$ cat src/hw/commit_pkg.sv
package commit_pkg;

    localparam int WORD_W     = 32;
    localparam int REG_ADDR_W = 5;
    localparam int MEM_OP_W   = 3;

    typedef logic [WORD_W-1:0]     word_t;
    typedef logic [REG_ADDR_W-1:0] reg_addr_t;
    typedef logic [MEM_OP_W-1:0]   mem_op_t;

    // memory opcodes carried with each instruction
    localparam mem_op_t OP_NONE = 3'd0;
    localparam mem_op_t OP_LB   = 3'd1;
    localparam mem_op_t OP_LBU  = 3'd2;
    localparam mem_op_t OP_LH   = 3'd3;
    localparam mem_op_t OP_LHU  = 3'd4;
    localparam mem_op_t OP_LW   = 3'd5;
    localparam mem_op_t OP_SW   = 3'd6;

    // general exception vector with BEV=1
    localparam word_t EXC_ENTRY = 32'hbfc00380;

    typedef struct packed {
        logic    branch;
        logic    jump;
        logic    jr;
        logic    regwrite;
        logic    memtoreg;
        logic    memwrite;
        logic    eret;
        logic    tlb;
        mem_op_t mem_op;
    } ctl_t;

    // what fetch guessed for this instruction
    typedef struct packed {
        logic  taken;
        word_t destpc;
    } pred_t;

    typedef struct packed {
        ctl_t      ctl;
        pred_t     pred;
        logic      taken;
        word_t     pcplus4;
        word_t     pcbranch;
        word_t     pcjump;
        word_t     srca;
        reg_addr_t destreg;
        word_t     exec_result;
    } slot_t;

    typedef struct packed {
        logic  valid;
        word_t target;
    } redirect_t;

    typedef struct packed {
        logic  wen;
        word_t pc;
        logic  taken;
        word_t target;
    } bpu_update_t;

    typedef struct packed {
        logic       en;
        logic [1:0] size;
        word_t      addr;
        word_t      rdata;
        logic       data_ok;
    } mem_rsp_t;

    // index 1 is the older slot as on the input side
    typedef struct packed {
        logic      [1:0] wen;
        reg_addr_t [1:0] destreg;
        word_t     [1:0] result;
        logic      [1:0] ready;
    } bypass_t;

endpackage

$ cat src/hw/load_format.sv
`timescale 1ns/1ps

module load_format (
    input  commit_pkg::word_t   word,
    input  logic [1:0]          byte_sel,
    input  commit_pkg::mem_op_t op,
    output commit_pkg::word_t   value
);
    import commit_pkg::*;

    logic [7:0]  sel_byte;
    logic [15:0] sel_half;

    // little-endian lane select
    always_comb
    begin
        case (byte_sel)
            2'd0:    sel_byte = word[7:0];
            2'd1:    sel_byte = word[15:8];
            2'd2:    sel_byte = word[23:16];
            default: sel_byte = word[31:24];
        endcase
    end

    assign sel_half = byte_sel[1] ? word[31:16] : word[15:0];

    always_comb
    begin
        case (op)
            OP_LB:   value = {{24{sel_byte[7]}}, sel_byte};
            OP_LBU:  value = {24'd0, sel_byte};
            OP_LH:   value = {{16{sel_half[15]}}, sel_half};
            OP_LHU:  value = {16'd0, sel_half};
            OP_LW:   value = word;
            // stores and non-memory ops return nothing
            default: value = '0;
        endcase
    end

    // misaligned accesses should have trapped earlier as AdEL
    always_comb
    begin
        if (op == OP_LH || op == OP_LHU)
        begin
            assert final (byte_sel[0] == 1'b0)
                else $error("load_format: half load at odd offset %0d", byte_sel);
        end
        if (op == OP_LW)
        begin
            assert final (byte_sel == 2'd0)
                else $error("load_format: word load at offset %0d", byte_sel);
        end
    end

endmodule

$ cat src/hw/mem_response_hold.sv
`timescale 1ns/1ps

module mem_response_hold (
    input  logic              clk,
    input  logic              arst_n,
    input  logic              stall,
    input  logic              en,
    input  logic              data_ok,
    input  commit_pkg::word_t rdata,
    output commit_pkg::word_t rdata_eff,
    output logic              done
);
    import commit_pkg::*;

    logic  data_ok_q;
    word_t rdata_q;

    // keep the response until the stage is allowed to advance
    always_ff @(posedge clk or negedge arst_n)
    begin
        if (!arst_n)
        begin
            data_ok_q <= 1'b0;
            rdata_q   <= '0;
        end
        else if (!stall)
        begin
            data_ok_q <= 1'b0;
            rdata_q   <= '0;
        end
        else if (data_ok)
        begin
            data_ok_q <= 1'b1;
            rdata_q   <= rdata;
        end
    end

    // live word wins in the pulse cycle
    assign rdata_eff = data_ok ? rdata : rdata_q;
    assign done      = !en || data_ok || data_ok_q;

    // memory only answers an access that was issued
    assert property (@(posedge clk) disable iff (!arst_n) $rose(data_ok) |-> en)
        else $error("mem_response_hold: data_ok rose while en low");

endmodule

$ cat src/hw/redirect_unit.sv
`timescale 1ns/1ps

module redirect_unit (
    input  commit_pkg::slot_t [1:0] slots,
    input  logic                    exception_valid,
    input  commit_pkg::word_t       cp0_epc,
    output commit_pkg::redirect_t   redirect,
    output commit_pkg::bpu_update_t bpu_update,
    output logic                    tlb_ex
);
    import commit_pkg::*;

    ctl_t  ctl1;
    logic  eret_any;
    logic  branch_miss;
    logic  jr_miss;
    word_t branch_target;

    assign ctl1     = slots[1].ctl;
    assign eret_any = slots[1].ctl.eret | slots[0].ctl.eret;

    // only slot 1 can hold a control transfer; slot 0 is its delay slot
    assign branch_miss = ctl1.branch & (slots[1].taken != slots[1].pred.taken);
    assign jr_miss     = ctl1.jr &
                         (!slots[1].pred.taken || (slots[1].pred.destpc != slots[1].srca));

    // a predicted-taken branch that fell through resumes after the delay slot
    assign branch_target = slots[1].pred.taken ? slots[0].pcplus4 : slots[1].pcbranch;

    always_comb
    begin
        redirect.valid  = 1'b1;
        redirect.target = '0;
        if (exception_valid)
        begin
            redirect.target = EXC_ENTRY;
        end
        else if (eret_any)
        begin
            redirect.target = cp0_epc;
        end
        else if (branch_miss)
        begin
            redirect.target = branch_target;
        end
        else if (jr_miss)
        begin
            redirect.target = slots[1].srca;
        end
        else if (ctl1.tlb)
        begin
            // refetch so the new mapping is seen
            redirect.target = slots[1].pcplus4;
        end
        else
        begin
            redirect.valid = 1'b0;
        end
    end

    // predictor learns from slot-1 branches only
    assign bpu_update.wen    = ctl1.branch;
    assign bpu_update.pc     = slots[1].pcplus4 - word_t'(4);
    assign bpu_update.taken  = slots[1].taken;
    assign bpu_update.target = ctl1.jump ? slots[1].pcjump : slots[1].pcbranch;

    assign tlb_ex = ctl1.tlb;

    always_comb
    begin
        assert final (!(ctl1.eret && ctl1.branch))
            else $error("redirect_unit: eret and branch both set in slot 1");
    end

endmodule

$ cat src/hw/data_commit.sv
`timescale 1ns/1ps

module data_commit (
    input  logic                    clk,
    input  logic                    arst_n,
    input  logic                    stall,
    input  logic                    exception_valid,
    input  commit_pkg::slot_t [1:0] slots,
    input  commit_pkg::word_t       cp0_epc,
    input  commit_pkg::mem_rsp_t    mem,
    output commit_pkg::redirect_t   redirect,
    output commit_pkg::bpu_update_t bpu_update,
    output commit_pkg::bypass_t     bypass,
    output logic                    tlb_ex,
    output logic                    finish_cdata
);
    import commit_pkg::*;

    logic       [1:0] mem_access;
    logic             mem_slot;
    mem_op_t          mem_op;
    word_t            rdata_eff;
    word_t            load_value;
    word_t      [1:0] result;
    logic       [1:0] ready;

    assign mem_access[1] = slots[1].ctl.memtoreg | slots[1].ctl.memwrite;
    assign mem_access[0] = slots[0].ctl.memtoreg | slots[0].ctl.memwrite;

    // older slot has priority; otherwise slot 0 owns the port
    assign mem_slot = mem_access[1];
    assign mem_op   = slots[mem_slot].ctl.mem_op;

    mem_response_hold u_mem_response_hold (
        .clk       (clk),
        .arst_n    (arst_n),
        .stall     (stall),
        .en        (mem.en),
        .data_ok   (mem.data_ok),
        .rdata     (mem.rdata),
        .rdata_eff (rdata_eff),
        .done      (finish_cdata)
    );

    load_format u_load_format (
        .word     (rdata_eff),
        .byte_sel (mem.addr[1:0]),
        .op       (mem_op),
        .value    (load_value)
    );

    redirect_unit u_redirect_unit (
        .slots           (slots),
        .exception_valid (exception_valid),
        .cp0_epc         (cp0_epc),
        .redirect        (redirect),
        .bpu_update      (bpu_update),
        .tlb_ex          (tlb_ex)
    );

    // per-slot result and readiness, then pack the bypass bus
    always_comb
    begin
        for (int i = 0; i < 2; i++)
        begin
            result[i] = slots[i].ctl.memtoreg ? load_value : slots[i].exec_result;
            ready[i]  = !slots[i].ctl.memtoreg || finish_cdata;
        end
    end

    always_comb
    begin
        for (int i = 0; i < 2; i++)
        begin
            bypass.wen[i]     = slots[i].ctl.regwrite;
            bypass.destreg[i] = slots[i].destreg;
            bypass.result[i]  = result[i];
            bypass.ready[i]   = ready[i];
        end
    end

    // issue pairs at most one memory instruction
    assert property (@(posedge clk) disable iff (!arst_n) !(mem_access[1] && mem_access[0]))
        else $error("data_commit: both slots access memory");

endmodule

$ cat config.mk
export PLATFORM = sky130hd
export DESIGN_NAME = data_commit
export DESIGN_NICKNAME = d
export VERILOG_FILES = /design/src/hw/commit_pkg.sv /design/src/hw/load_format.sv /design/src/hw/mem_response_hold.sv /design/src/hw/redirect_unit.sv /design/src/hw/data_commit.sv
export SDC_FILE = /design/constraint.sdc
export NUM_CORES = 1
export LEC_CHECK = 0
export ABC_AREA = 1
export ABC_CLOCK_PERIOD_IN_PS = 3400
export BUFFER_PORTS_ARGS = -buffer_cell sky130_fd_sc_hd__buf_2
export CORE_AREA = 2 2 271 273
export CTS_CLUSTER_DIAMETER = 150
export DETAILED_ROUTE_END_ITERATION = 10
export DIE_AREA = 0 0 273 275
export PLACE_DENSITY = 0.3
export REMOVE_ABC_BUFFERS = 1
export SETUP_SLACK_MARGIN = 0.5
export SYNTH_ARGS = -nofsm -noshare
export SYNTH_HDL_FRONTEND = slang
export SYNTH_SLANG_ARGS = --single-unit
$ cat constraint.sdc
create_clock -name clk -period 3.4 [get_ports clk]
set_clock_uncertainty 0.1 [all_clocks]
set_input_delay 0.85 -clock clk [delete_from_list [all_inputs] [get_ports clk]]
set_output_delay 0.85 -clock clk [all_outputs]
set_load 0.005 [all_outputs]
### Word-level counts from Yosys, hierarchy flattened

Cells that the tools add are included.

| word-level totals | value |
|---|---|
| bits in registers | 33 |
| output and inout port bits | 179 |
| input port bits | 524 |

| operators by class | value |
|---|---|
| reduce and logical (&&, ||, !) cells | 10 |
| bitwise logic cells | 4 |
| equal/unequal tests | 10 |
| $add $sub $neg | 1 |
| magnitude comparators | 1 |
| multiplexer cells | 23 |

Operator list:

| kind | count |
|---|---|
| 2-to-1 mux 202 bit | 2 |
| 2-to-1 mux 32 bit | 11 |
| case mux 32 bit (5 select lines) | 1 |
| != test 32 bit | 1 |
| subtractor 32 x 3 -> 32 bit, second input constant | 1 |
| case mux 8 bit (3 select lines) | 1 |
| 2-to-1 mux 16 bit | 1 |
| 2-to-1 mux 1 bit | 7 |
| equality test 3 x 2 -> 1 bit, second input constant | 2 |
| equality test 3 bit, second input constant | 2 |
| logical OR 1 bit | 5 |
| logical NOT 1 bit | 4 |
| equality test 3 x 1 -> 1 bit, second input constant | 1 |
| AND 1 bit | 2 |
| equality test 2 x 1 -> 1 bit, second input constant | 1 |
| equality test 2 bit, second input constant | 1 |
| logical NOT 2 bit | 1 |
| less-than comparator 1 x 2 -> 1 bit, second input constant | 1 |
| != test 2 x 1 -> 1 bit, second input constant | 1 |
| bitwise OR 1 bit | 2 |
| != test 1 bit | 1 |

### Logic depth before layout (Yosys ltp)

| depth | value |
|---|---|
| depth in word-level cells | 7 |
| mapped depth | 15 |
| gate-level depth less buffers | 14 |

### By module

Synthesis repeated with hierarchy kept, for this count alone.

| second synthesis, totals | value |
|---|---|
| cells, all modules | 1487 |
| area total of the unflattened synthesis | 7589.8 sq um |

Modules (own cells, without submodules):

| module | area an instance (sq um) | cells each | times used |
|---|---|---|---|
| redirect_unit | 3355.7 | 717 | 1 |
| mem_response_hold | 1993.2 | 272 | 1 |
| load_format | 1219.9 | 267 | 1 |
| data_commit | 1021.0 | 231 | 1 |

### Least setup slack after synthesis

Ideal clock, no wire load.

| timing | value |
|---|---|
| kind | input-to-output |
| from | input port slots[345] in the netlist's numbering |
| to | output port bpu_update[63] in the netlist's numbering |
| stages | 9 |
| arrival | 2.092 ns |
| data required time | 2.450 ns |
| path slack | 0.358 ns |
| path buffers | 0 |
| cell sequence | inv_1 -> ha_1 -> nand3_1 -> inv_1 -> nand4_1 -> or2_1 -> nor2_2 -> nand3_1 -> xor2_1 |

RTL lines:

| item | line | RTL |
|---|---|---|
| start, declared | data_commit.sv:8 | `input commit_pkg::slot_t [1:0] slots,` |
| end, declared | data_commit.sv:12 | `output commit_pkg::bpu_update_t bpu_update,` |

==> results.yml <==
outcome:
  status: "complete, but fails checks"
  violations: "setup timing"
clocking:
  hold_buffers: 0
  cts_sinks: 33
  cts_tree: "built"
  clockRootBuffer: "clkbuf_16"
  numCtsBuffers: 5
  insertion_delay_ns: 0.28
  cts.clk_slew.worst_paths_ns: 0.05
  h-tree-depth: 2
  cts_buffer_depth: 2
global_route:
  grt.met3_usage_pct: 3.60
  grt_pass1_vias: 10700
  grtUsageMet2_pct: 22.1
  gr-usage-all-layers_pct: 12.1
  grt_max_degree: 55
  global_route.usage.met1_pct: 13.1
  gr-total-overflow: 0
  grt_pass1_wl_um: 67700
  grt_busiest_layer: "met2"
  antenna_found_initial: 7
detailed_routing:
  wl_per_cell_um: 17.2
  via_per_inst: 3.67
  ant_nets: 0
  drt_wl_total_um: 48500
  drcViolationCount: 0
  via_count: 10400
  firstDrtPassIters: 7
  drtIter0Drc: 399
pwr:
  power_mw: 2.66
  power.density_nw_per_um2: 188
  p_leak_nw: 7.44
  vdd_drop_max_uv: 194
placement:
  hpwl_um: 39600
  post-place-ws_ns: -0.242
  placed_cell_area_sq_um: 11000
  place_congestion: 0.872
  io_buffers: 511
  placedCellCount: 2729
flow_run:
  maxCapViolations: 0
synthesis:
  yosysSeqAreaShare_pct: 12.5
  avgSynthCellArea_sq_um: 5.40
  syn_area_sq_um: 6610
  ys_ff_latch: 33
  yosys_warnings: 0
  synth_flop_cell: "dfrtp_1"
  syn_inst: 1224
  synth_edf_count: 0
  yosysUniqueCellTypes: 43
  synthArstFlopShare_pct: 100
timing:
  rsz0062_at_grt: "yes"
  setup_viol: 24
  relSlewSlack_pct: 43.7
  tightestPinTransition_ns: 0.845
  slew_viol_final: 0
  min_period_ns: 3.43
  fin_crit_sh_pct: 101
  timing.final.hold_violations: 0
  max_freq_ghz: 0.291
  setup_ws_ns: -0.0346
layout:
  fin_cells: 2824
  final_design_area_no_fill_sq_um: 14100
  utilization_pct: 19.6
  layout.nets: 2388
  area_delta_synth_final_pct: 114
  final_common_cell: "buf_2"
  final_cell_mix: "buf_2 (468), nand2_1 (372), inv_1 (128)"
  layout-drive-gt1-share_pct: 55.0
setup_path:
  path_class: "in2out"
  critical_path_peak_fanout: 7
  critPathRequiredTime_ns: 2.45
  worst-endpoint-arrival_ns: 2.48
  start_kind: "input pin"
  worst_setup_path_end_kind: "output pin"
  rr_worst_depth: 6
floorplanning:
  core_sq_um: 72300
  die_w_um: 273
  io_pins: 703
  std_cell_rows: 99
  fp.dieArea_sq_um: 75100
  dieHeight_um: 275
  initial_core_util_pct: 9.14
hold_path:
  hold_depth: 2
  hp-class: "reg2reg"
## worst max-delay path: stages
cell	delay, ns
buf_6	0.10
nor2_4	0.08
nor2_1	0.04
nor2_1	0.10
nand2_1	0.07
nor2_2	0.11
nand2_2	0.10
nor2_4	0.14
nand2_4	0.12
buf_12	0.16
clkbuf_16	0.17
nand3_2	0.07
nand3_2	0.08
nand2_2	0.08
nand2_1	0.06
buf_2	0.14
## logic make-up (layout without fill, tap and decap cells)
group,count (synthesis),count (layout),synth area share (%)
AO/OA/AOI/OAI,228,228,21.6
multiplexers,15,15,2.27
flip-flops,33,33,12.5
other,0,1,0
XOR/XNOR,37,37,4.90
adder cells (fa/ha/maj),1,1,0.189
AND/OR/NAND/NOR,667,668,42.7
buffers and inverters,243,882,15.8
## stage by stage
step / setup TNS (ns) / hold WS, ns
2_1_floorplan: -18.74 / 0.388
3_3_place_gp: -10.08 / 0.409
3_5_place_dp: -9.51 / 0.415
4_1_cts: -0.616 / 0.436
5_1_grt: -5.35 / 0.448
6_report: -0.531 / 0.432
## cell usage after synthesis, types with 22 or more instances
cell	count	area (sq um)
a21oi_1	87	435
buf_4	23	173
clkbuf_1	46	173
dfrtp_1	33	826
inv_1	145	544
nand2_1	451	1690
nand3_1	81	405
nor2_1	81	304
o211ai_2	27	338
o21ai_0	91	455
xor2_1	22	193
## metal layers
layer / vias up / wire length, um
met5: - / 178
met4: 14 / 1370
met3: 62 / 3950
met2: 446 / 24500
met1: 4708 / 18500
li1: 5127 / -
## area by class of cell
type	count	area, sq um
clock inverter	1	30.0
antenna	1	2.50
clock buffer	7	143
inverter	152	629
fill	8416	58200
multi-input combinational	949	6180
sequential	33	826
timing repair buffer	722	5130
tap	959	1200
## worst paths after layout
path / start / end / slack [ns]
min in group asynchronous: arst_n / u_mem_response_hold.rdata_q[22] / 0.57
setup / recovery: slots[402] / redirect[29] / -0.03
setup reg to reg: u_mem_response_hold.rdata_q[23] / u_mem_response_hold.rdata_q[23] / 2.12
hold reg to reg: u_mem_response_hold.rdata_q[1] / u_mem_response_hold.rdata_q[1] / 0.43
max in group asynchronous: arst_n / u_mem_response_hold.rdata_q[0] / 2.09
hold / removal: u_mem_response_hold.rdata_q[1] / u_mem_response_hold.rdata_q[1] / 0.43
## timing repair
item / CTS / global route
gates resized for setup: 344 / 157
gates cloned: 10 / 1
endpoints found under the setup margin: 121 / 120
pin swaps: 121 / 116
buffers inserted: 51 / 24
## power by group
part           internal, mW  total (mW)  switching (mW)
clock network         0.367       0.550           0.183
registers             0.415       0.421         0.00604
logic                 0.788        1.69           0.902
## sequential cells by signal (all words and copies together) (netlist names)
signal,cells
u_mem_response_hold.rdata_q,32
u_mem_response_hold.data_ok_q,1
(Power assumes the default switching activity.)
